[src/dispatch_defs.svh]
// Dispatcher width macros

`ifndef DISPATCH_DEFS_SVH
`define DISPATCH_DEFS_SVH

// --------------------
// Data path widths
// --------------------
`define DISP_DATA_W 64   // MAC word
`define DISP_KEEP_W 8    // One valid bit per byte
`define DISP_ADDR_W 8    // 256 words per bank

// --------------------
// Start of frame pattern
// --------------------
// Idle gap followed by the first full word
`define DISP_SOF_PREV 8'h00
`define DISP_SOF_CUR  8'hFF

`endif
[src/dispatch_pkg.sv]
// Dispatcher shared types

`include "dispatch_defs.svh"

package dispatch_pkg;

  typedef logic [`DISP_DATA_W-1:0] word_t;  // MAC data word
  typedef logic [`DISP_KEEP_W-1:0] keep_t;  // Byte-valid mask
  typedef logic [`DISP_ADDR_W-1:0] addr_t;  // Word index in one bank

  // Receive side, one frame in the write bank
  typedef enum logic [1:0] {
    EMPTY,
    HAS_DATA,
    RECEIVED
  } wr_state_e;

  // Dispatch side
  typedef enum logic [2:0] {
    IDLE,
    OFFER,
    PRIME,
    STREAM,
    DONE
  } rd_state_e;

endpackage

[src/frame_writer.sv]
// Receive frame writer

module frame_writer (
  input  logic                i_clk,
  input  logic                i_areset,
  input  dispatch_pkg::word_t i_word,
  input  dispatch_pkg::keep_t i_keep,
  input  logic                i_word_valid,
  input  logic                i_sof,
  input  logic                i_good,
  input  logic                i_bad,
  input  logic                i_reader_idle,
  output logic                o_wr_en,
  output logic                o_wr_bank,
  output dispatch_pkg::addr_t o_wr_addr,
  output dispatch_pkg::word_t o_wr_data,
  output logic                o_handoff,
  output logic                o_handoff_bank,
  output dispatch_pkg::addr_t o_handoff_last,
  output dispatch_pkg::keep_t o_handoff_keep
);

  dispatch_pkg::wr_state_e state;
  dispatch_pkg::addr_t     count;      // Index of last word written
  dispatch_pkg::keep_t     last_keep;
  logic                    wr_bank;    // Bank owned by the receive side

  // --------------------
  // RAM write port
  // --------------------
  always_comb
  begin
    o_wr_en   = 1'b0;
    o_wr_addr = '0;
    case (state)
      dispatch_pkg::EMPTY:
        o_wr_en = i_sof && !i_bad;  // First word at address 0
      dispatch_pkg::HAS_DATA:
        if (i_word_valid && !i_bad && (count != '1))
        begin
          o_wr_en   = 1'b1;
          o_wr_addr = count + 1'b1;
        end
      default: ;
    endcase
  end

  assign o_wr_bank = wr_bank;
  assign o_wr_data = i_word;

  // Frame is passed over only to an idle reader
  assign o_handoff      = (state == dispatch_pkg::RECEIVED) && i_reader_idle;
  assign o_handoff_bank = wr_bank;
  assign o_handoff_last = count;
  assign o_handoff_keep = last_keep;

  always_ff @(posedge i_clk or posedge i_areset)
  begin
    if (i_areset)
    begin
      state   <= dispatch_pkg::EMPTY;
      count   <= '0;
      wr_bank <= 1'b0;
    end
    else
    begin
      case (state)
        dispatch_pkg::EMPTY:
          if (i_sof && !i_bad)
          begin
            count <= '0;
            state <= i_good ? dispatch_pkg::RECEIVED : dispatch_pkg::HAS_DATA;
          end
        dispatch_pkg::HAS_DATA:
          if (i_bad)
            state <= dispatch_pkg::EMPTY;  // Frame abandoned
          else
          begin
            if (o_wr_en)
              count <= o_wr_addr;  // Saturates at the top of the bank
            if (i_good)
              state <= dispatch_pkg::RECEIVED;
          end
        dispatch_pkg::RECEIVED:
          if (i_reader_idle)
          begin
            state   <= dispatch_pkg::EMPTY;
            wr_bank <= ~wr_bank;  // Swap ping-pong banks
          end
        default:
          state <= dispatch_pkg::EMPTY;
      endcase
    end
  end

  always_ff @(posedge i_clk)
  begin
    if (i_good && (state != dispatch_pkg::RECEIVED))
      last_keep <= i_keep;  // Mask of the final word
  end

  // Good closes the frame on its last word, so the latched mask is real
  a_good_with_word: assert property (@(posedge i_clk) disable iff (i_areset)
    i_good |-> i_word_valid);

endmodule

[config.mk]
export PLATFORM = sky130hd
export DESIGN_NAME = frame_writer
export DESIGN_NICKNAME = d
export VERILOG_FILES = /design/src/dispatch_pkg.sv /design/src/frame_writer.sv
export VERILOG_INCLUDE_DIRS = /design/src
export SDC_FILE = /design/constraint.sdc
export NUM_CORES = 1
export LEC_CHECK = 0
export BUFFER_PORTS_ARGS = -buffer_cell sky130_fd_sc_hd__buf_4
export CAP_MARGIN = 5
export CORE_MARGIN = 5
export CORE_UTILIZATION = 32
export CTS_CLUSTER_DIAMETER = 80
export CTS_CLUSTER_SIZE = 10
export DETAILED_ROUTE_END_ITERATION = 6
export PLACE_DENSITY = 0.8
export RECOVER_POWER = 50
export SLEW_MARGIN = 10
export SYNTH_ARGS = -nofsm -noshare
export SYNTH_HDL_FRONTEND = slang
export SYNTH_SLANG_ARGS = --single-unit
[constraint.sdc]
create_clock -name i_clk -period 1.6 [get_ports i_clk]
set_input_delay 0.16 -clock i_clk [delete_from_list [all_inputs] [get_ports i_clk]]
set_output_delay 0.16 -clock i_clk [all_outputs]
set_load 0.01 [all_outputs]
**Word level (Yosys, flattened, before mapping)**

Index checks and enable logic that the tools add are counted.

- Flip-flop bits (word level): 19
- Word-level logic and storage cells: 40

- Equality and inequality tests: 9
- Muxes and demuxes: 14
- Add/sub/neg operators: 1
- Reduce and logical (&&, ||, !) cells: 11
- Bitwise gates (word level): 1

Operator list:

| operator | number |
|---|---|
| $mux W8 | 5 |
| $pmux W8 S2 | 1 |
| $mux W2 | 5 |
| $ne A2 B2 Y1 const B | 5 |
| $add A8 B1 Y8 const B | 1 |
| $ne A8 B8 Y1 const B | 1 |
| $pmux W2 S3 | 1 |
| $logic_and A1 B1 Y1 | 5 |
| $reduce_and A4 Y1 | 1 |
| $ne A3 B3 Y1 const B | 1 |
| $reduce_and A3 Y1 | 1 |
| $eq A2 B1 Y1 const B | 1 |
| $eq A2 B2 Y1 const B | 1 |
| $logic_not A2 Y1 | 1 |
| $pmux W1 S2 | 1 |
| $reduce_and A2 Y1 | 1 |
| $reduce_bool A2 Y1 | 1 |
| $logic_not A1 Y1 | 1 |
| $mux W1 | 1 |
| $not A1 Y1 | 1 |

**Depth between registers and ports, before layout**

- Depth in word-level cells: 8
- Mapped depth: 6
- Mapped depth without buffers: 5

**Worst setup path before layout**

Ideal clock, no wire load.

- Path type: register to register
- Start: reg count[0] (netlist: o_handoff_last[0])
- End: reg count[6] (netlist: o_handoff_last[6])
- Arrival time: 1.542 ns
- Clock period less this slack: 1.606 ns
- Library setup time: 0.065 ns
- Cell stages (with the launch flop): 6
- Data required time: 1.535 ns
- Setup slack: -0.006 ns
- Cell sequence: dfrtp_1 ha_1 nand3_2 or3_1 a21oi_1 a21o_1

- Longest elaborated chain between the ends: 7

RTL lines:

| item | RTL line | source |
|---|---|---|
| start: declaration | frame_writer.sv:24 | `dispatch_pkg::addr_t count;` |
| start signal: assignment | frame_writer.sv:80 | `count <= o_wr_addr;` |
| parallel branches: the longest is 2 deep, another holds $add A8 B1 Y8 | - |  |
| $mux W8 * | frame_writer.sv:39 | `if (i_word_valid && !i_bad && (count != '1))` |
| $mux W8 * | frame_writer.sv:35 | `case (state)` |
| named net o_wr_addr[6] | frame_writer.sv:15 | `output dispatch_pkg::addr_t o_wr_addr,` |
| $mux W8 * | frame_writer.sv:79 | `if (o_wr_en)` |
| $mux W8 * | frame_writer.sv:75 | `if (i_bad)` |
| $pmux W8 S2 * | frame_writer.sv:67 | `case (state)` |

Mark *: on every way through the listed nets, which the timed path passes. The select of a mux whose other input is x is not followed.
A chain may end at the register's enable or synchronous reset.

**Worst setup path in the final report**

- Start: reg count[1] (netlist: o_handoff_last[1])
- End: out o_wr_addr[5]

- Longest elaborated chain between the ends: 4

RTL lines:

| item | RTL line |
|---|---|
| parallel branches: the longest is 2 deep, another holds $add A8 B1 Y8 | - |
| $mux W8 * | frame_writer.sv:39 |
| $mux W8 * | frame_writer.sv:35 |
| end: declaration | frame_writer.sv:15 |

Every way passes the cells marked *.

==> results.sh <==
export IMPL_max_cap_violations=0
export IMPL_ys_seq_elements=19
export IMPL_drt_iter0_markers=13
export IMPL_crit_type="reg -> out"
export IMPL_fp_dieH_um=74.3
export IMPL_async_flop_share_pct=57.9
export IMPL_synth_top_cells_by_area="buf_4 37%, dfrtp_1 21%, edfxtp_1 18%, a21o_1 4.5%, nor2_1 2.3%"
export IMPL_dp_slack_ns=-0.00543
export IMPL_die_w_um=74.3
export IMPL_diodes=0
export IMPL_synth_edf_count=8
export IMPL_ios=171
export IMPL_wl_mm=2.83
export IMPL_syn_mean_instance_area_um2=9.88
export IMPL_route_detailed_drc=0
export IMPL_ys_warn_count=0
export IMPL_critical_path_startpoint="o_handoff_last[1]$_DFFE_PP0P_"
export IMPL_crit_arrival_ns=1.63
export IMPL_tightest_slew_ns=0.439
export IMPL_syn_nets=214
export IMPL_run_status="finished with violations"
export IMPL_crit_path_start_kind="flip-flop"
export IMPL_coreArea_um2=4000
export IMPL_clk_pin_slew_worst_paths_ns=0.07
export IMPL_fin_ws_ns=-0.188
export IMPL_slew_headroom_pct=70.7
export IMPL_die_area_um2=5520
export IMPL_final_hold_violation_count=0
export IMPL_hold_path_class="in -> reg"
export IMPL_setup_violations=11
export IMPL_grt_pass1_wl_mm=4.14
export IMPL_violations="setup timing"
export IMPL_synth_common_cells="65 x buf_4, 11 x dfrtp_1, 8 x a21o_1, 8 x edfxtp_1, 8 x nor2_1"
export IMPL_antenna_found_initial=0
export IMPL_ys_flop_type="dfrtp_1"
export IMPL_cts_tree="done"
export IMPL_cts_root_buf="clkbuf_8"
export IMPL_min_from="i_good"
export IMPL_crit_fanout=5
export IMPL_p_leak_nw=0.713
export IMPL_crit_path_end_kind="output pin"
export IMPL_clockBufferDepth=2
export IMPL_period_share_pct=112
export IMPL_htreeDepth=1
export IMPL_synth_top_area_cell="buf_4"
export IMPL_num_vias=811
export IMPL_yosysMostFrequentCell="buf_4"
export IMPL_cp_required_ns=1.44
export IMPL_slew_violations=0
export IMPL_syn_to_final_growth_pct=13.7
export IMPL_clk_latency_ns=0.25
export IMPL_synthDistinctLibCells=22
export IMPL_finClkSkew_ns=0.00123
export IMPL_synth_top_area_share_pct=36.9
export IMPL_portBuffers=42
export IMPL_ant_nets=0
export IMPL_drt_pass1_iter_count=2
export IMPL_pwr_density_cell_nw_per_um2=755
export IMPL_syn_cell_area_um2=1320
export IMPL_synth_cells=134
export IMPL_row_count=23
export IMPL_grt_start_max_net_pins=12
export IMPL_clkSinkCount=19
export IMPL_hpwl_mm=2.06
export IMPL_rsz0062_at_grt="yes"
export IMPL_fin_nets=210
export IMPL_grtUsageTotal_pct=9.89
export IMPL_yosysSeqAreaShare_pct=38.9
export IMPL_drive_gt1_share_pct=60.5
export IMPL_reg2reg_from="o_handoff_last[1]$_DFFE_PP0P_"
export IMPL_wl_per_cell_um=15.8
export IMPL_cts_buffers=3
export IMPL_grt_pass1_vias=846
export IMPL_fin_crit_ns=1.79
export IMPL_tns_ns=-1.37
export IMPL_max_freq_ghz=0.559
export IMPL_gr_total_overflow=0
export IMPL_place_congestion=0.709
export IMPL_ir_worst_vdd_mv=0.436
export IMPL_vias_per_cell=4.53
export IMPL_start_util_pct=33.1
-- routing by layer --
layer,track usage [%],vias up,wire length (um)
met5,0,-,0
met4,6.13,0,72
met3,3.78,14,282
met2,16.1,43,1440
met1,10.8,393,1040
li1,-,361,-
-- layout make-up --
cell class | instances | area [um2]
timing repair buffer | 57 | 483
clock buffer | 3 | 41.3
fill | 377 | 2490
sequential | 19 | 520
tap | 50 | 62.6
inverter | 6 | 22.5
multi-input combinational | 43 | 370
clock inverter | 1 | 5.00
-- layout by cell type, fill, tap and decap left out, drive strengths merged --
| cell type | Yosys | routed |
|---|---|---|
| a21oi | 3 | 3 |
| or3 | 3 | 3 |
| and2 | 2 | 2 |
| nand2b | 1 | 1 |
| o22ai | 1 | 1 |
| ha | 1 | 1 |
| nand2 | 1 | 1 |
| xor2 | 2 | 2 |
| nand3 | 3 | 3 |
| o2111ai | 1 | 1 |
| nand4 | 2 | 2 |
| buf | 66 | 48 |
| edfxtp | 8 | 8 |
| xnor2 | 2 | 2 |
| a21o | 8 | 8 |
| inv | 6 | 6 |
| clkbuf | 0 | 11 |
| nand3b | 1 | 1 |
| clkinv | 0 | 1 |
| nor2 | 8 | 8 |
| dfrtp | 11 | 11 |
| o21ai | 4 | 4 |
| dlygate4sd3 | 0 | 1 |
-- final timing paths --
path / endpoint / slack (ns) / depth (start not counted)
min: state[0]$_DFFE_PP0P_ / 0.06 / 2
max: o_wr_addr[5] / -0.19 / 6
min reg2reg: o_handoff_bank$_DFFE_PP0P_ / 0.52 / 1
min in group asynchronous: o_handoff_bank$_DFFE_PP0P_ / 0.45 / 3
max reg2reg: o_handoff_last[5]$_DFFE_PP0P_ / 0 / 7
max in group asynchronous: o_handoff_last[2]$_DFFE_PP0P_ / 0.82 / 3
-- power breakdown --
group / leakage, nW / total, W / internal (W) / switching (W)
Clock: 0.0255 / 0.000339 / 0.000173 / 0.000166
Sequential: 0.220 / 0.000571 / 0.000547 / 0.0000240
Combinational: 0.467 / 0.000226 / 0.000125 / 0.000100
Total: 0.713 / 0.00114 / 0.000845 / 0.000290
-- flip-flops by register name (all words and copies together) (netlist names) --
register and cells:
o_handoff_bank 1, o_handoff_last 8, state 2, o_handoff_keep 8
-- timing repair --
item                                    CTS  global route
hold buffers                              1             0
endpoints found under the setup margin    9            17
pin swaps                                 7            14
hold endpoints to repair                 11             0
setup buffers                             6             2
resized for setup                        28             8
-- per-stage QoR --
stage	area (um2)	hold WS [ns]	utilization [%]	cells	power, W
2_1_floorplan	1330	0.0124	-	134	0.000832
3_3_place_gp	1260	0.193	31.4	167	0.000770
3_5_place_dp	1260	0.192	31.4	167	0.000776
4_1_cts	1460	0.0507	36.5	178	0.00115
5_1_grt	1510	0.0512	37.6	179	0.00119
6_report	1510	0.0576	37.6	179	0.00114
-- critical path, cell delays in order, from the launching register on --
cell	delay (ns)
dfrtp_1	0.42
ha_4	0.17
nand3_4	0.09
o2111ai_4	0.29
buf_6	0.20
a21oi_2	0.05
buf_4	0.14
-- logic make-up after synthesis --
logic type                 after synthesis  synth area share, %
xor gates and xnor gates                 4                 2.65
DFF                                     19                 38.9
adders and majority gates                1                0.945
buffers and inverters                   72                 39.4
and+or+nand+nor                         21                 8.41
AOI/OAI and AO/OA                       17                 9.64
Note: power is estimated with default switching activity, not from simulation.
