<file path="src/dispatch_defs.svh">
// Dispatcher width macros

`ifndef DISPATCH_DEFS_SVH
`define DISPATCH_DEFS_SVH

// --------------------
// Data path widths
// --------------------
`define DISP_DATA_W 64   // MAC word
`define DISP_KEEP_W 8    // One valid bit per byte
`define DISP_ADDR_W 8    // 256 words per bank

// --------------------
// Start of frame pattern
// --------------------
// Idle gap followed by the first full word
`define DISP_SOF_PREV 8'h00
`define DISP_SOF_CUR  8'hFF

`endif
</file>
<file path="src/dispatch_pkg.sv">
// Dispatcher shared types

`include "dispatch_defs.svh"

package dispatch_pkg;

  typedef logic [`DISP_DATA_W-1:0] word_t;  // MAC data word
  typedef logic [`DISP_KEEP_W-1:0] keep_t;  // Byte-valid mask
  typedef logic [`DISP_ADDR_W-1:0] addr_t;  // Word index in one bank

  // Receive side, one frame in the write bank
  typedef enum logic [1:0] {
    EMPTY,
    HAS_DATA,
    RECEIVED
  } wr_state_e;

  // Dispatch side
  typedef enum logic [2:0] {
    IDLE,
    OFFER,
    PRIME,
    STREAM,
    DONE
  } rd_state_e;

endpackage

</file>
<file path="src/rx_align.sv">
// MAC receive alignment stage

`include "dispatch_defs.svh"

module rx_align (
  input  logic                i_clk,
  input  logic                i_areset,
  input  dispatch_pkg::keep_t i_rx_data_valid,
  input  dispatch_pkg::word_t i_rx_data,
  input  logic                i_rx_good_frame,
  input  logic                i_rx_bad_frame,
  output dispatch_pkg::word_t o_word,
  output dispatch_pkg::keep_t o_keep,
  output logic                o_word_valid,
  output logic                o_sof,
  output logic                o_good,
  output logic                o_bad
);

  dispatch_pkg::keep_t prev_keep;
  dispatch_pkg::word_t aligned;
  logic [3:0]          n_bytes;
  logic [6:0]          shift_bits;
  logic                sof_det;

  // --------------------
  // Byte order fix
  // --------------------
  // Valid bytes of a partial word move to the top, the rest become zero
  always_comb
  begin
    n_bytes    = 4'($countones(i_rx_data_valid));
    shift_bits = {4'd8 - n_bytes, 3'b000};  // Bits of padding
    aligned    = i_rx_data << shift_bits;
  end

  assign sof_det = (prev_keep == `DISP_SOF_PREV) && (i_rx_data_valid == `DISP_SOF_CUR);

  always_ff @(posedge i_clk or posedge i_areset)
  begin
    if (i_areset)
    begin
      prev_keep    <= '1;  // No false start of frame out of reset
      o_word_valid <= 1'b0;
      o_sof        <= 1'b0;
      o_good       <= 1'b0;
      o_bad        <= 1'b0;
    end
    else
    begin
      prev_keep    <= i_rx_data_valid;
      o_word_valid <= (i_rx_data_valid != '0);
      o_sof        <= sof_det;
      o_good       <= i_rx_good_frame;  // Stays with its last word
      o_bad        <= i_rx_bad_frame;
    end
  end

  always_ff @(posedge i_clk)
  begin
    o_word <= aligned;
    o_keep <= i_rx_data_valid;
  end

  // MAC masks fill from byte 0 upward
  a_keep_contiguous: assert property (@(posedge i_clk) disable iff (i_areset)
    (i_rx_data_valid != '0) |-> ((i_rx_data_valid & (i_rx_data_valid + 1'b1)) == '0));

endmodule

</file>
<file path="config.mk">
export PLATFORM = sky130hd
export DESIGN_NAME = rx_align
export DESIGN_NICKNAME = d
export VERILOG_FILES = /design/src/dispatch_pkg.sv /design/src/rx_align.sv
export VERILOG_INCLUDE_DIRS = /design/src
export SDC_FILE = /design/constraint.sdc
export NUM_CORES = 1
export LEC_CHECK = 0
export BUFFER_PORTS_ARGS = -buffer_cell sky130_fd_sc_hd__buf_2
export CAP_MARGIN = 20
export CORE_ASPECT_RATIO = 1.25
export CORE_MARGIN = 2
export CORE_UTILIZATION = 40
export CTS_CLUSTER_DIAMETER = 50
export DETAILED_ROUTE_END_ITERATION = 12
export GPL_ROUTABILITY_DRIVEN = 0
export PLACE_DENSITY = 0.67
export SETUP_SLACK_MARGIN = 0.1
export SYNTH_ARGS = -nofsm -noshare
export SYNTH_HDL_FRONTEND = slang
export SYNTH_SLANG_ARGS = --single-unit
</file>
<file path="constraint.sdc">
create_clock -name i_clk -period 3 [get_ports i_clk]
set_input_delay 0.45 -clock i_clk [delete_from_list [all_inputs] [get_ports i_clk]]
set_output_delay 0.45 -clock i_clk [all_outputs]
set_load 0.05 [all_outputs]
</file>
After elaboration in Yosys (flattened, before gate mapping)
Cells that the tools add are included.

storage, ports and cells
  input port bits = 76
  register bits after elaboration = 84
  logic and storage cells = 20
  output and inout port bits = 76

cells by class
  reduce and logical (&&, ||, !) cells = 3
  add/sub/neg operators = 8
  eq/ne operators = 1
  shift-type cells = 1

operator list
  cell                 count
  $shl 64x7->64        1
  $add 1x1->2          4
  $eq 8x8->1 const B   1
  $logic_not 8->1      1
  $reduce_bool 8->1    1
  $add 2x2->3          2
  $add 3x3->4          1
  $sub 4x4->4 const A  1
  $logic_and 1x1->1    1

Longest topological paths before layout
Gate-level depths: netlist of the first run.

  depth in word-level cells = 5
  gate-level depth with buffers = 13
  depth with buffers taken out = 11

Worst setup path after synthesis of the first run
OpenSTA, ideal clock, no wires.

  path kind = input to register
  start point = input i_rx_data_valid[5]
  end point = register o_word[48]
  buffers on the path = 2
  slack = -564 ps
  arrival = 3,430 ps
  data required time = 2,866 ps
  library setup time = 134 ps
  stages on the path = 12
  cell sequence = fa_1 inv_1 ha_1 fa_1 inv_1 fa_1 ha_1 buf_6 buf_12 mux2_4 a221oi_1 a211oi_1

between the ends
  longest elaborated chain between the ends = 5

RTL lines
  element                            line            source
  start: declaration                 rx_align.sv:8   input dispatch_pkg::keep_t i_rx_data_valid,
  $add 1x1->2 (not written as such)  rx_align.sv:32  n_bytes = 4'($countones(i_rx_data_valid));
  $add 2x2->3 (not written as such)  rx_align.sv:32
  $add 3x3->4 (not written as such)  rx_align.sv:32
  $sub 4x4->4                        rx_align.sv:33  shift_bits = {4'd8 - n_bytes, 3'b000};
  $shl 64x7->64                      rx_align.sv:34  aligned = i_rx_data << shift_bits;
  end signal: assignment             rx_align.sv:61  o_word <= aligned;
  end: declaration                   rx_align.sv:12  output dispatch_pkg::word_t o_word,

Every way passes these cells.

Final worst setup path of the first run
  start point = input i_rx_data_valid[5]
  end point = register o_word[51]

The elaborated chain is that of the path after synthesis.

==> results of run 1 <==
## metrics by stage
stage,area [µm²],setup WS [ns]
global route,6220,-0.230
floorplan,4380,-0.315
global placement,5390,-0.485
CTS,5980,-0.147
detailed placement,5390,-0.554
finish,6220,-0.180
## state kept, by name, indices dropped and copies added (netlist names)
| register | cells |
|---|---|
| prev_keep | 8 |
| o_word_valid | 1 |
| o_sof | 1 |
| o_good | 1 |
| o_keep | 8 |
| o_bad | 1 |
| o_word | 64 |
## worst max-delay path, cell delays in order
cell	delay, ns
buf_6	0.10
fa_1	0.54
inv_1	0.05
ha_2	0.16
fa_1	0.49
inv_2	0.05
fa_2	0.37
ha_4	0.34
buf_12	0.15
buf_8	0.13
mux2_4	0.32
mux2i_1	0.15
a211oi_1	0.10
## metal layers
layer | vias up | part of all wire [%]
met5 | - | 0
met4 | 0 | 3.9
met3 | 41 | 7.2
met2 | 169 | 48
met1 | 1815 | 40
li1 | 1743 | -
## report_power, final
group | internal (mW) | switching, mW | leakage, nW
combinational | 2.02 | 2.81 | 2.07
clock | 0.754 | 0.444 | 0.156
sequential | 1.49 | 0.100 | 0.730
## repair_timing
action / 4_1_cts / 5_1_grt
setup buffers: 9 / 12
pin swaps: 15 / 4
cloned: 2 / 1
setup endpoints to repair: 46 / 48
resized for setup: 32 / 32
## final timing paths
check | to | depth (start not counted) | slack [ns]
worst min-delay path | o_good | 2 | 0.11
worst max-delay path | o_word[51] | 13 | -0.18
worst min register to register | o_sof | 2 | 0.69
max in group asynchronous | prev_keep[5] | 2 | 2.55
worst max register to register | o_sof | 2 | 1.74
min in group i_clk | o_good | 1 | 0.21
## cell type report
class,instances,area share (%)
multi-input cells,238,40.2
flip-flops and latches,84,28.2
repair buffers,209,22.9
clock buffers,11,3.90
well taps,132,2.65
clock inverters,5,1.37
inverters,14,0.845
## cells in the mapped netlist, types with 9 or more instances
cell type / count / area [µm²]
a211oi_1: 11 / 82.6
and2_1: 12 / 75.1
and3_1: 9 / 56.3
buf_4: 9 / 67.6
dfxtp_1: 72 / 1440
inv_1: 14 / 52.6
mux2_2: 23 / 259
mux2i_1: 37 / 370
mux4_2: 15 / 338
nand2_1: 9 / 33.8
nor2_1: 28 / 105
## logic make-up (layout without fill, tap and decap cells)
logic type      after synthesis  count (layout)  synth area share, %
compound gates               58              58                 11.9
simple gates                 86              86                 10.8
mux                          84              84                 25.8
buf+inv                      42             239                 6.48
fa+ha+maj                    10              10                 3.83
flops                        84              84                 41.2
==> results.md, run 1 <==
* Status: finished, violations left
* Failing checks: negative setup slack
* Seq/Total Area, Yosys at between 40 and 50%
* Fmax achieved at around 310 MHz
* Post-placement cell count at roughly 650
* Leak at about 3 nW
* GR Overflow Total at 0
* Finished Layout Cells at 693
* GR Util met3 at approximately 6.3%
* Clk_skew at approximately 0.004 ns
* Vias at between 3,000 and 4,000
* Final worst slack at -0.180 ns
* Fillers at ~850
* Critical Path Sink Type: register
* Die Y at ~120 µm
* Worst-path fanout max at 8
* Slew headroom at slightly above 50%
* CTS buffer count at 9
* Final period util at 106%
* Max-slew violation count at 0
* Setup_tns at -2.66 ns
* Hold Crit Class: in -> async
* Largest net degree at the start of global routing at 29
* Most frequent cells in the layout: 150 x buf_2, 72 x dfxtp_1, 33 x buf_4
* Post-route DRC violation count at 0
* Gr busiest metal: met2
* Dominant synthesized flop cell: dfxtp_1
* Ant diodes at 0
* VDD IR-drop max at between 0.4 and 0.5 mV
* CP Data Arrival Time at 3.39 ns
* Yosys cell types at between 40 and 50
* Commonest non-fill, non-tap cell in the layout: buf_2
* Min Tclk post-route at 3.18 ns
* Vias per std cell at between 5 and 6
* Final Power at around 7.6 mW
* Clock sinks at 84
* Initial antenna violation count at 0
* CTS tree: done
* FP Rows at 42
* Fin nets at around 640
* Setup Viol. Count Final at 33
* Worst-case clock buffer depth at 2
* Async S/R FF share, synth at roughly 14%
* Flop and latch count out of synthesis at 84
* Critical path class: in -> reg
* Detailed Place HPWL at roughly 9000 µm
* Synthesized Nets at 450
* WL final at about 13,000 µm
* Power per Cell Area at 1220 mW/mm²
* Vias in the first global route at approximately 3,700
* Final hold slack at about 0.11 ns
* Layout area overhead at 46.5%
* Worst slew pin tran at between 0.7 and 0.8 ns
* CP Launch Point: i_rx_data_valid[5]
* Initial Utilization at between 40 and 50%
* Share of cells above drive strength 1 at about three fifths
* Crit path launch type: primary input
* Core footprint at around 0.010 mm²
* CP required at 3.21 ns
* Number of synthesized flops with an enable pin at 0
* H-tree depth at 3
* Final ANT Viol Nets at 0
* RSZ-0062 raised after global routing: yes
* CTS Hold Buffers Added at 0
* Synth Instances at approximately 360
* DRT iter0 DRCs at around 290
* Reg-to-Reg Start: prev_keep[4]
* GR Util met2 at roughly a third
* Routed length per instance at 18.1 µm
* Drt pass-1 iters at 4
* Mapped Area at 0.00425 mm²
* Die W at slightly below 100 µm
* Total global-route track usage at around 22%
* Die ar. at 0.0115 mm²
* Root Driver: clkbuf_16
* Area of the multi-input gates at between 0.002 and 0.003 mm²
* Reg area at ~0.0018 mm²
* Worst-Skew Late Latency at between 0.3 and 0.4 ns
* M1 GR Usage at around 27%
* Max_cap viols at 0
* CTS clock-pin slew for the worst setup and hold paths at roughly 0.06 ns
* Final Util at 59.5%
* I/O Buffers at roughly 150
* Syn avg cell area at between 10 and 15 µm²
* First-pass GRT wire length at about 19,000 µm
* Boundary Pins at 152
* YS warnings at 0
* Final Hold Fails at 0
(Power assumes the default switching activity.)
==> inputs of run 2 (changes only) <==
==> constraint.sdc (replaced) <==
create_clock -name i_clk -period 3 [get_ports i_clk]
set_input_delay 0.3 -clock i_clk [delete_from_list [all_inputs] [get_ports i_clk]]
set_output_delay 0.3 -clock i_clk [all_outputs]
set_load 0.05 [all_outputs]
==> results.md, run 2 (same netlist as run 1, synthesis figures left out) <==
* Crit-path cells: buf_6 > fa_1 > inv_1 > ha_2 > fa_1 > inv_2 > fa_2 > ha_4 > buf_12 > mux2_4 > a221oi_2 > a211oi_1
* Crit path launch type: primary input
* CP Data Arrival Time at around 3.2 ns
* Leak at between 2 and 3 nW
* Worst Min Path Start: i_rx_good_frame
* Min Tclk post-route at around 3.0 ns
* CP Launch Point: i_rx_data_valid[5]
* Initial Utilization at between 40 and 50%
* Worst-Skew Late Latency at between 0.3 and 0.4 ns
* WL final at approximately 12,000 µm
* Critical Path Sink Type: register
* Total global-route track usage at a little over a fifth
* Die Y at between 100 and 150 µm
* Critical path class: in -> reg
* Worst-path fanout max at 12
* Die W at 96.2 µm
* Detailed Place HPWL at around 9000 µm
* GR Overflow Total at 0
* Final Hold Fails at 0
* FP Rows at 42
* Failing checks: negative setup slack
* Max_cap viols at 0
* Reg2reg end: o_sof
* Vias at approximately 3,700
* CP delay by family, top: adder cells
* H-tree depth at 3
* Worst Hold End: o_good
* Core footprint at ~0.010 mm²
* Top Registers: o_word (64), o_keep (8), prev_keep (8)
* Final ANT Viol Nets at 0
* Root Driver: clkbuf_16
* Most frequent cells in the layout: 148 x buf_2, 72 x dfxtp_1, 35 x mux2i_1
* CTS tree: done
* Largest net degree at the start of global routing at 29
* Reg-to-Reg Start: prev_keep[5]
* Pre-CTS setup slack at -0.396 ns
* CTS buffer count at 9
* Crit path largest cell delay at ~0.53 ns
* CTS clock-pin slew for the worst setup and hold paths at around 0.060 ns
* Vias in the first global route at between 3,000 and 4,000
* DRT iter0 DRCs at 209
* Clk_skew at ~0.0021 ns
* Layout area overhead at 44.1%
* Die ar. at ~0.011 mm²
* Vias per std cell at ~5.3
* Hold path cells at 1
* First-pass GRT wire length at 18,700 µm
* Post-route DRC violation count at 0
* RSZ-0062 raised after global routing: yes
* Fmax achieved at 330 MHz
* Final worst slack at -0.0327 ns
* Slew headroom at 69.1%
* Initial antenna violation count at 1
* Fin nets at 633
* CP bufs+invs at 4
* Boundary Pins at 152
* Worst slew pin tran at 0.463 ns
* Routed length per instance at about 18 µm
* Share of cells above drive strength 1 at between 50% and 60%
* Worst-case clock buffer depth at 2
* Drt pass-1 iters at 6
* Status: finished, violations left
* Largest Register: o_word
* CP required at 3.21 ns
* I/O Buffers at approximately 150
* Setup Viol. Count Final at 6
* Crit-path most repeated cell: fa_1
* VDD IR-drop max at about 0.67 mV
* Commonest non-fill, non-tap cell in the layout: buf_2
* Max reg flops at 64
* Final period util at 101%
* Final Util at between 50% and 60%
* Hold Crit Class: in -> reg
* Max-slew violation count at 0
* Clock sinks at 84
* Reg2Reg Setup Slack at 1.76 ns
* Cells on worst reg2reg path at 2
* Power per Cell Area at between 1000 and 1500 mW/mm²
* CP max stage cell: fa_1
## run 2: through the flow
step	power, mW	hold slack [ns]	area [µm²]	std cells	setup TNS, ns
CTS	7.13	0.0565	5950	679	-0.0187
global placement	5.68	0.318	5390	656	-13.60
global route	7.67	0.0491	6120	684	-0.847
finish	7.33	0.0657	6120	685	-0.0968
detailed placement	5.73	0.335	5390	656	-16.03
floorplan	4.81	0.159	4370	364	-2.97
## run 2: layout make-up
cell class              count  area, µm²
multi-input cells         238       2530
flip-flops and latches     84       1750
diodes                      1       2.50
inverters                  14       52.6
fillers                   862       4340
well taps                 132        165
clock inverters             3       20.0
clock buffers              13        270
repair buffers            200       1320
## run 2: worst register-to-register path, delay by kind of cell, from the launching register on
kind	cells	cell delay, ns
flops	1	0.36
simple gates	2	0.79
## run 2: repair_timing
action                                  4_1_cts  5_1_grt
endpoints found under the setup margin       30       45
pin swaps                                     7       15
buffers inserted                              4        4
hold endpoints to repair                      4        0
cloned                                        2        1
resized for setup                            25       25
hold buffers                                  1        0
## run 2: worst max path at each step
| stage | end | slack, ns | cells after the start |
|---|---|---|---|
| after floorplan | o_word[48] | -0.17 | 12 |
| after detailed placement | o_word[49] | -0.40 | 12 |
| after global routing | o_word[52] | -0.10 | 12 |
| final | o_word[50] | -0.03 | 12 |
| after CTS | o_word[50] | -0.01 | 12 |
| after global placement | o_word[58] | -0.32 | 12 |
## run 2: per-layer routing
| layer | GRT usage [%] | part of all wire (%) |
|---|---|---|
| met1 | 26.0 | 38 |
| met2 | 34.9 | 50 |
| met3 | 6.26 | 8.3 |
| met4 | 9.46 | 3.2 |
| met5 | 0 | 0 |
## run 2: power by group
part / internal, mW / switching [mW]
sequential: 1.49 / 0.104
combinational: 1.89 / 2.78
clock: 0.627 / 0.427
