### src/dispatch_defs.svh
// Dispatcher width macros

`ifndef DISPATCH_DEFS_SVH
`define DISPATCH_DEFS_SVH

// --------------------
// Data path widths
// --------------------
`define DISP_DATA_W 64   // MAC word
`define DISP_KEEP_W 8    // One valid bit per byte
`define DISP_ADDR_W 8    // 256 words per bank

// --------------------
// Start of frame pattern
// --------------------
// Idle gap followed by the first full word
`define DISP_SOF_PREV 8'h00
`define DISP_SOF_CUR  8'hFF

`endif
### src/dispatch_pkg.sv
// Dispatcher shared types

`include "dispatch_defs.svh"

package dispatch_pkg;

  typedef logic [`DISP_DATA_W-1:0] word_t;  // MAC data word
  typedef logic [`DISP_KEEP_W-1:0] keep_t;  // Byte-valid mask
  typedef logic [`DISP_ADDR_W-1:0] addr_t;  // Word index in one bank

  // Receive side, one frame in the write bank
  typedef enum logic [1:0] {
    EMPTY,
    HAS_DATA,
    RECEIVED
  } wr_state_e;

  // Dispatch side
  typedef enum logic [2:0] {
    IDLE,
    OFFER,
    PRIME,
    STREAM,
    DONE
  } rd_state_e;

endpackage

### src/frame_reader.sv
// Dispatch side frame reader

module frame_reader (
  input  logic                i_clk,
  input  logic                i_areset,
  input  logic                i_handoff,
  input  logic                i_handoff_bank,
  input  dispatch_pkg::addr_t i_handoff_last,
  input  dispatch_pkg::keep_t i_handoff_keep,
  input  logic                i_rd_start,
  input  logic                i_read_discard,
  input  dispatch_pkg::word_t i_ram_data,
  output logic                o_idle,
  output logic                o_rd_bank,
  output dispatch_pkg::addr_t o_rd_addr,
  output logic                o_packet_available,
  output dispatch_pkg::addr_t o_dispatch_counter,
  output dispatch_pkg::keep_t o_dispatch_data_valid,
  output logic                o_rd_valid,
  output dispatch_pkg::word_t o_rd_data
);

  dispatch_pkg::rd_state_e state;
  dispatch_pkg::addr_t     rd_addr;
  dispatch_pkg::addr_t     data_idx;   // Word now on the RAM output
  dispatch_pkg::addr_t     last;
  dispatch_pkg::keep_t     last_keep;
  logic                    rd_bank;

  assign data_idx = rd_addr - 1'b1;  // Address runs one ahead

  assign o_idle                = (state == dispatch_pkg::IDLE);
  assign o_packet_available    = (state == dispatch_pkg::OFFER);
  assign o_rd_bank             = rd_bank;
  assign o_rd_addr             = rd_addr;
  assign o_dispatch_counter    = last;
  assign o_dispatch_data_valid = last_keep;

  always_ff @(posedge i_clk or posedge i_areset)
  begin
    if (i_areset)
    begin
      state      <= dispatch_pkg::IDLE;
      rd_bank    <= 1'b1;  // Opposite of the writer's first bank
      rd_addr    <= '0;
      o_rd_valid <= 1'b0;
    end
    else
    begin
      o_rd_valid <= 1'b0;
      case (state)
        dispatch_pkg::IDLE:
          if (i_handoff)
          begin
            state   <= dispatch_pkg::OFFER;
            rd_bank <= i_handoff_bank;
            rd_addr <= '0;
          end
        dispatch_pkg::OFFER:
          if (i_rd_start)
            state <= dispatch_pkg::PRIME;
        dispatch_pkg::PRIME:
        begin
          rd_addr <= rd_addr + 1'b1;  // Word 0 already requested
          state   <= dispatch_pkg::STREAM;
        end
        dispatch_pkg::STREAM:
        begin
          o_rd_valid <= 1'b1;
          rd_addr    <= rd_addr + 1'b1;
          if (data_idx == last)
            state <= dispatch_pkg::DONE;
        end
        dispatch_pkg::DONE: ;  // Parked until discard
        default:
          state <= dispatch_pkg::IDLE;
      endcase

      // Free the packet from any busy state
      if (i_read_discard && (state != dispatch_pkg::IDLE))
      begin
        state      <= dispatch_pkg::IDLE;
        o_rd_valid <= 1'b0;
      end
    end
  end

  always_ff @(posedge i_clk)
  begin
    if (i_handoff && (state == dispatch_pkg::IDLE))
    begin
      last      <= i_handoff_last;
      last_keep <= i_handoff_keep;
    end
    if (state == dispatch_pkg::STREAM)
      o_rd_data <= i_ram_data;
  end

  // Valid only during the burst and its final drain cycle
  a_rd_valid_window: assert property (@(posedge i_clk) disable iff (i_areset)
    o_rd_valid |-> (state == dispatch_pkg::STREAM) ||
                   ((state == dispatch_pkg::DONE) && ($past(state) == dispatch_pkg::STREAM)));

endmodule

### config.mk
export PLATFORM = sky130hd
export DESIGN_NAME = frame_reader
export DESIGN_NICKNAME = d
export VERILOG_FILES = /design/src/dispatch_pkg.sv /design/src/frame_reader.sv
export VERILOG_INCLUDE_DIRS = /design/src
export SDC_FILE = /design/constraint.sdc
export NUM_CORES = 1
export LEC_CHECK = 0
export ABC_AREA = 1
export BUFFER_PORTS_ARGS = -buffer_cell sky130_fd_sc_hd__buf_2
export CAP_MARGIN = 20
export CORE_MARGIN = 3
export CORE_UTILIZATION = 48
export CTS_CLUSTER_DIAMETER = 30
export CTS_CLUSTER_SIZE = 28
export DETAILED_ROUTE_END_ITERATION = 7
export GPL_TIMING_DRIVEN = 0
export PLACE_DENSITY = 0.82
export SETUP_SLACK_MARGIN = 0.4
export SLEW_MARGIN = 20
export SYNTH_ARGS = -nofsm -noshare
export SYNTH_HDL_FRONTEND = slang
export SYNTH_SLANG_ARGS = --single-unit
### constraint.sdc
create_clock -name i_clk -period 7.9 [get_ports i_clk]
set_clock_uncertainty 0.1 [all_clocks]
set_input_delay 1.58 -clock i_clk [delete_from_list [all_inputs] [get_ports i_clk]]
set_output_delay 1.58 -clock i_clk [all_outputs]
set_load 0.02 [all_outputs]
# Yosys cells after proc, flatten, opt, wreduce, memory -nomap -nowiden
# Cells that the tools add are included.
# word_totals
output_inout_bits,92
reg_bits,93
word_cells,37
in_bits,86
# op_classes
n_eq_ne,10
mux,9
reduce_logical,9
addsub,2
# op_table
operator,count
8-bit one-hot mux with 2 select lines,1
3-bit one-hot mux with 5 select lines,1
3-bit 2-to-1 mux,4
"8-bit by 1-bit adder with 8-bit output, second input constant",1
8-bit equality test,1
8-bit 2-to-1 mux,1
"8-bit by 1-bit subtractor with 8-bit output, second input constant",1
"3-bit by 2-bit equality test with 1-bit output, second input constant",2
"3-bit by 2-bit inequality test with 1-bit output, second input constant",2
"2-bit inequality test, second input constant",2
2-bit AND reduction,2
4-bit AND reduction,1
"3-bit by 1-bit equality test with 1-bit output, second input constant",1
"3-bit equality test, second input constant",1
3-bit logical NOT,1
"3-bit inequality test, second input constant",1
3-bit nonzero test,1
1-bit logical AND,2
1-bit 2-to-1 mux,2
2-bit nonzero test,1
2-bit OR reduction,1

# Depth between registers and ports, before layout
# Gate-level depths: netlist (run 1).
# logic_depth
word_depth,5
depth_mapped,14
mapped_depth_nobuf,14

# Worst setup path before layout (run 1)
# No wires, ideal clock.
# synth_path
kind,reg2reg
startpoint,register state[0]
endpoint,"register o_rd_data[0], enable pin"
arrival_time_ns,3.131
required_ns,7.314
setup_time_ns,0.486
period_less_slack_ns,3.717
slack_ns,4.183
path_stages_with_launch,3
n_path_buf,0
path_cell_list,dfrtp_1 > nand2_1 > nor2_1
# synth_between
elab_chain_len,1
# synth_rtl
element,line,source
from (decl),frame_reader.sv:23,dispatch_pkg::rd_state_e state;
from (signal assigned),frame_reader.sv:43,state <= dispatch_pkg::IDLE;
from (signal assigned),frame_reader.sv:55,state <= dispatch_pkg::OFFER;
from (signal assigned),frame_reader.sv:61,state <= dispatch_pkg::PRIME;
3-bit by 2-bit equality test with 1-bit output,frame_reader.sv:95,if (state == dispatch_pkg::STREAM)
to (signal assigned),frame_reader.sv:96,o_rd_data <= i_ram_data;
to (decl),frame_reader.sv:20,output dispatch_pkg::word_t o_rd_data
# No other way between the ends.
# A chain may end at the register's enable or synchronous reset.

# Worst setup path in the final report (run 1)
# layout_path
startpoint,register state[1]
endpoint,output port o_idle
# layout_between
elab_chain_len,1
# layout_rtl
element,line,source
3-bit logical NOT,frame_reader.sv:32,assign o_idle = (state == dispatch_pkg::IDLE);
to (decl),frame_reader.sv:13,"output logic o_idle,"
# No other way between the ends.

==> results of run 1 <==
## layer usage
metal	wire (um)	vias up	GRT usage [%]
met5	0	-	0
li1	-	1172	-
met1	2620	1157	20.0
met2	4140	117	35.5
met4	243	0	9.82
met3	797	17	8.10
## critical path: stages, from the launching register on
cell and delay [ns]:
dfrtp_1 0.42, nor2_1 0.25, inv_1 0.13, nor2_1 0.10, buf_2 0.17
## cell usage in the layout (no fill, tap or decap), drive strengths merged
cell type    n
buf        180
edfxtp      80
nand2       47
inv         28
nor2        17
nand3       14
dfrtp       12
o21ai       10
clkbuf      10
xor2         5
xnor2        4
nor3         2
o211ai       2
a21oi        2
o22ai        2
ha           2
bufinv       2
nand3b       1
nand4        1
o31ai        1
clkinv       1
clkinvlp     1
dfstp        1
## logic make-up (layout without fill, tap and decap cells)
kind of cell               after synthesis  in the layout
AOI/OAI and AO/OA                       17             17
xor gates and xnor gates                 9              9
adders and majority gates                2              2
buffers and inverters                   27            222
DFF                                     93             93
and+or+nand+nor                         82             82
## cell type report
cell class | instances | area (um2)
inverter | 27 | 101
timing repair buffer | 180 | 941
clock buffer | 10 | 128
sequential | 93 | 2730
multi-input combinational | 110 | 561
tap | 93 | 116
fill | 475 | 1910
clock inverter | 5 | 85.1
## registers in the layout, indices dropped and copies added, names as in the netlist
name / count
o_rd_data: 64
o_rd_addr: 8
o_dispatch_counter: 8
o_rd_bank: 1
o_dispatch_data_valid: 8
o_rd_valid: 1
state: 3
## worst min-delay path by stage
stage | start | to | slack (ns)
2_1_floorplan | state[0]$_DFFE_PP0P_ | state[0]$_DFFE_PP0P_ | 0.38
3_3_place_gp | o_rd_bank$_DFFE_PP1P_ | o_rd_bank$_DFFE_PP1P_ | 0.37
3_5_place_dp | o_rd_bank$_DFFE_PP1P_ | o_rd_bank$_DFFE_PP1P_ | 0.37
4_1_cts | o_rd_bank$_DFFE_PP1P_ | o_rd_bank$_DFFE_PP1P_ | 0.39
5_1_grt | o_rd_bank$_DFFE_PP1P_ | o_rd_bank$_DFFE_PP1P_ | 0.40
6_report | o_rd_bank$_DFFE_PP1P_ | o_rd_bank$_DFFE_PP1P_ | 0.39
## power by group through the flow
stage | registers, uW | logic (uW) | clock network (uW)
after CTS | 683 | 437 | 345
after global routing | 692 | 475 | 365
after floorplan | 795 | 174 | 0
final | 682 | 432 | 336
after global placement | 701 | 399 | 0
after detailed placement | 694 | 436 | 0
## stage by stage
step | area [um2] | instances
after CTS | 4660 | 518
after global routing | 4660 | 518
after detailed placement | 4450 | 503
after global placement | 4380 | 500
final | 4660 | 518
after floorplan | 3380 | 230
==> results.cfg, run 1 <==
[sta]
period_needed_ns = 3.08
fin_setup_tns_ns = 0
rsz0062_at_grt = false
finalSetupViolCount = 0
relSlewSlack_pct = 65.7
post-route-period-util_pct = 39.0
max_clock_freq_mhz = 324
whs_ns = 0.387
slew_viol_final = 0
setup_ws_ns = 4.82
worst_slew_pin_slew_ns = 0.514
final_hold_viol_count = 0

[synthesis]
yosys.area.top_type = edfxtp_1
yosys.area_share.adder_pct = 0.740
synth_top_area_share_pct = 71.1
synth_xor_area_share_pct = 2.33
synth_edf_count = 80
synthTopCellsByArea = edfxtp_1, dfrtp_1, nand2_1, inv_1, nand3_1
synth_ff_type = edfxtp_1
synth_mux_area_share_pct = 0
synth_most_common_cell = edfxtp_1
synth_area_per_cell_um2 = 14.7
ys_ff_latch = 93
syn_inst = 230
synth_nets = 318
synth_compound_area_share_pct = 2.81
synth.distinct_cells = 22
syn_area_mm2 = 0.00338
async_flop_share_pct = 14.0
synth_top_family_by_area = simple AND/OR/NAND/NOR gates
netlist_top_cells_count = edfxtp_1, nand2_1, inv_1
yosys.area_share.simple_pct = 10.4
ys_seq_area_share_pct = 80.7
yosysWarnings = 0

[cells_and_area]
layout.nets = 509
diodes = 0
utilization_pct = 71.0
areaGrowthSynthToFinish_pct = 37.9
drive_above_1_share_pct = 47.3

[route]
drc = 0
routed_via_density = 4.75
drtIter0Drc = 96
drtPass1Iterations = 4
routed_wl_um = 7810
vias = 2463
ant_nets = 0
avgRoutedWirePerCell_um = 15.1

[clock_tree]
clock_sinks = 93
cts_inserted_buffers = 9
clockRootBuffer = clkbuf_8
insertion_delay_ns = 0.34
clk_path_buf_depth = 2
h-tree-depth = 3
clk_pin_slew_ns = 0.09
cts_setup_buffers = 0
cts_tree = built
hold_buffers = 0
cts_resized = 0

[setup_path]
critPathMaxFanout = 4
crit_path_end = o_idle
rr_endpoint = state[0]$_DFFE_PP0P_
cp-end-kind = output pin
cp-start-kind = flop
reg2reg_depth = 13
reg2reg_slack_ns = 5.96
cp.arrival_ns = 1.40
crit_type = flop to output pin
crit_start = state[1]$_DFFE_PP0P_
r2r_start = o_rd_addr[0]$_DFFE_PP0P_
cp.required_ns = 6.22

[pwr]
swShare_pct = 33.5
p_leak_uw = 0.00213
seq_power_share_pct = 47.0
combPwrFrac_pct = 29.8
power_switching_uw = 486
power_uw = 1450
p_per_area_mw_per_mm2 = 311
clockPowerShare_pct = 23.1
internal-power_uw = 964
worst_ir_drop_vdd_mv = 0.232

[global_routing]
grt_pass1_wl_um = 12500
global_route.usage.total_pct = 19.9
grt.overflow.total = 0
grt_max_degree = 32
grt_pass1_vias = 2495
grt_antenna_before_repair = 0

[placement]
hpwl_um = 6220
place.gp.congestion = 0.867
port-buffer-count = 177
dp_slack_ns = 5.08

[run]
drv_cap = 0

[min_path]
min_path_cells = 2
hp-class = flop to flop

[floorplanning]
die_area_mm2 = 0.00809
die_h_um = 89.9
start_util_pct = 51.5
ios = 178
rows = 29
coreArea_mm2 = 0.00657
chipWidth_um = 89.9

[outcome]
status = completed
Note: power is estimated with default switching activity, not from simulation.
==> run 2: changes to the inputs <==
--- a/config.mk
+++ b/config.mk
@@ -10,12 +10,12 @@
 export BUFFER_PORTS_ARGS = -buffer_cell sky130_fd_sc_hd__buf_2
 export CAP_MARGIN = 20
 export CORE_MARGIN = 3
-export CORE_UTILIZATION = 48
+export CORE_UTILIZATION = 40
 export CTS_CLUSTER_DIAMETER = 30
 export CTS_CLUSTER_SIZE = 28
 export DETAILED_ROUTE_END_ITERATION = 7
 export GPL_TIMING_DRIVEN = 0
-export PLACE_DENSITY = 0.82
+export PLACE_DENSITY = 0.73
 export SETUP_SLACK_MARGIN = 0.4
 export SLEW_MARGIN = 20
 export SYNTH_ARGS = -nofsm -noshare
==> constraint.sdc (replaced) <==
create_clock -name i_clk -period 2.7 [get_ports i_clk]
set_clock_uncertainty 0.1 [all_clocks]
set_input_delay 0.54 -clock i_clk [delete_from_list [all_inputs] [get_ports i_clk]]
set_output_delay 0.54 -clock i_clk [all_outputs]
set_load 0.02 [all_outputs]
==> run 2 against run 1 <==
  * Design area is 0.21% lower
  * Worst setup slack got worse by 4.2 ns
  * Clock power increased to 2.6 times the previous value
  * Sequential power rose to 2.9 times the previous value
  * Combinational power grew to 3.0 times the previous value
  * Core utilization shrank 13 points
  * Flip-flop and latch count stayed put
  * Register-to-register slack got worse by 5.3 ns
==> results.cfg, run 2 (synthesis results as in run 1) <==
[clock_tree]
cts_setup_buffers = 0
clk_path_buf_depth = 2
clock_sinks = 93
cts_resized = 0
h-tree-depth = 3
cts_tree = built
clockRootBuffer = clkbuf_8
insertion_delay_ns = 0.35
cts_inserted_buffers = 9
clk_pin_slew_ns = 0.10
hold_buffers = 0

[floorplanning]
die_area_mm2 = 0.00959
rows = 32
ios = 178
die_h_um = 97.9
start_util_pct = 42.4
coreArea_mm2 = 0.00797
chipWidth_um = 97.9

[route]
routed_via_density = 4.63
drtIter0Drc = 69
avgRoutedWirePerCell_um = 14.9
drc = 0
routed_wl_um = 7890
drtPass1Iterations = 4
ant_nets = 0
vias = 2444

[pwr]
p_per_area_mw_per_mm2 = 889
worst_ir_drop_vdd_mv = 0.528
p_leak_uw = 0.00212

[setup_path]
cp.arrival_ns = 1.40
reg2reg_depth = 13
r2r_start = o_rd_addr[0]$_DFFE_PP0P_
cp-start-kind = flop
critPathBufInv = 2
crit_slowest_cell = dfrtp_1
cpPeakStageDelay_ns = 0.43
reg2reg_slack_ns = 0.68
crit_type = flop to output pin
worst_path_dominant_cell_family = flip-flops
rr_endpoint = state[0]$_DFFE_PP0P_
crit_chain = nor2_1 -> inv_1 -> nor2_1 -> buf_2
cp.required_ns = 2.06
critPathMaxFanout = 4
cp-end-kind = output pin
path_common_cell = nor2_1

[global_routing]
grt_pass1_wl_um = 12600
grt_antenna_before_repair = 1
grt.overflow.total = 0
grt_max_degree = 25
global_route.usage.total_pct = 16.9
grt_pass1_vias = 2504

[sta]
rsz0062_at_grt = false
period_needed_ns = 2.04
worst_slew_pin_slew_ns = 0.699
setup_ws_ns = 0.663
relSlewSlack_pct = 53.3
post-route-period-util_pct = 75.5
whs_ns = 0.101
finalSetupViolCount = 0
fin_setup_tns_ns = 0
max_clock_freq_mhz = 491
final_hold_viol_count = 0
slew_viol_final = 0

[placement]
port-buffer-count = 177
hpwl_um = 6210
dp_slack_ns = 0.689
place.gp.congestion = 0.763

[cells_and_area]
drive_above_1_share_pct = 47.4
final_cell_mix = buf_2, edfxtp_1, nand2_1
largest_register = o_rd_data
layout_commonest_cell = buf_2
areaGrowthSynthToFinish_pct = 37.6
layout.nets = 509
largest_reg_flops = 64
diodes = 0

[outcome]
status = completed

[run]
drv_cap = 0

[min_path]
hp-class = input pin to async pin
## run 2: power breakdown
group / leakage, uW / internal, uW / switching [uW] / total, uW
clock network: 0.0000862 / 348 / 512 / 860
logic: 0.00113 / 420 / 858 / 1280
registers: 0.000906 / 1890 / 108 / 2000
total: 0.00212 / 2660 / 1480 / 4130
## run 2: per-layer routing
layer,GRT usage [%],up-vias,share of wire [%]
met5,0,-,0.16
met4,5.32,2,1.3
met3,7.57,11,11
met2,29.4,118,52
met1,18.4,1139,36
li1,-,1174,-
## run 2: final cells by class
cell class                 count  area [um2]
clock inverter                 7        56.3
sequential                    93        2730
inverter                      27         101
multi-input combinational    110         561
tap                          102         128
timing repair buffer         180         952
fill                         681        3320
clock buffer                   9         124
## run 2: how the worst max path moves through the flow
stage | startpoint | end | slack, ns | cells past startpoint
5_1_grt | o_rd_addr[0]$_DFFE_PP0P_ | state[0]$_DFFE_PP0P_ | 0.47 | 13
3_3_place_gp | state[1]$_DFFE_PP0P_ | o_rd_addr[0]$_DFFE_PP0P_ | 0.006 | 6
6_report | state[1]$_DFFE_PP0P_ | o_idle | 0.66 | 4
2_1_floorplan | state[1]$_DFFE_PP0P_ | o_rd_addr[4]$_DFFE_PP0P_ | 0.61 | 6
4_1_cts | state[1]$_DFFE_PP0P_ | o_idle | 0.65 | 4
3_5_place_dp | o_rd_addr[0]$_DFFE_PP0P_ | state[0]$_DFFE_PP0P_ | 0.69 | 13
## run 2: worst register-to-register path, delay by kind of cell, from the launching register on
kind | cells | cell delay [ns]
simple gates | 11 | 0.87
flops | 1 | 0.46
fa+ha+maj | 1 | 0.28
buf+inv | 1 | 0.21
## run 2: through the flow
stage / instances / instance area (um2) / total power [uW] / util, %
final: 528 / 4650 / 4130 / 58.4
after global routing: 528 / 4650 / 4400 / 58.4
after CTS: 528 / 4650 / 4190 / 58.4
after detailed placement: 512 / 4470 / 3320 / 56.1
after global placement: 509 / 4400 / 3220 / 55.2
after floorplan: 230 / 3390 / 2820 / -
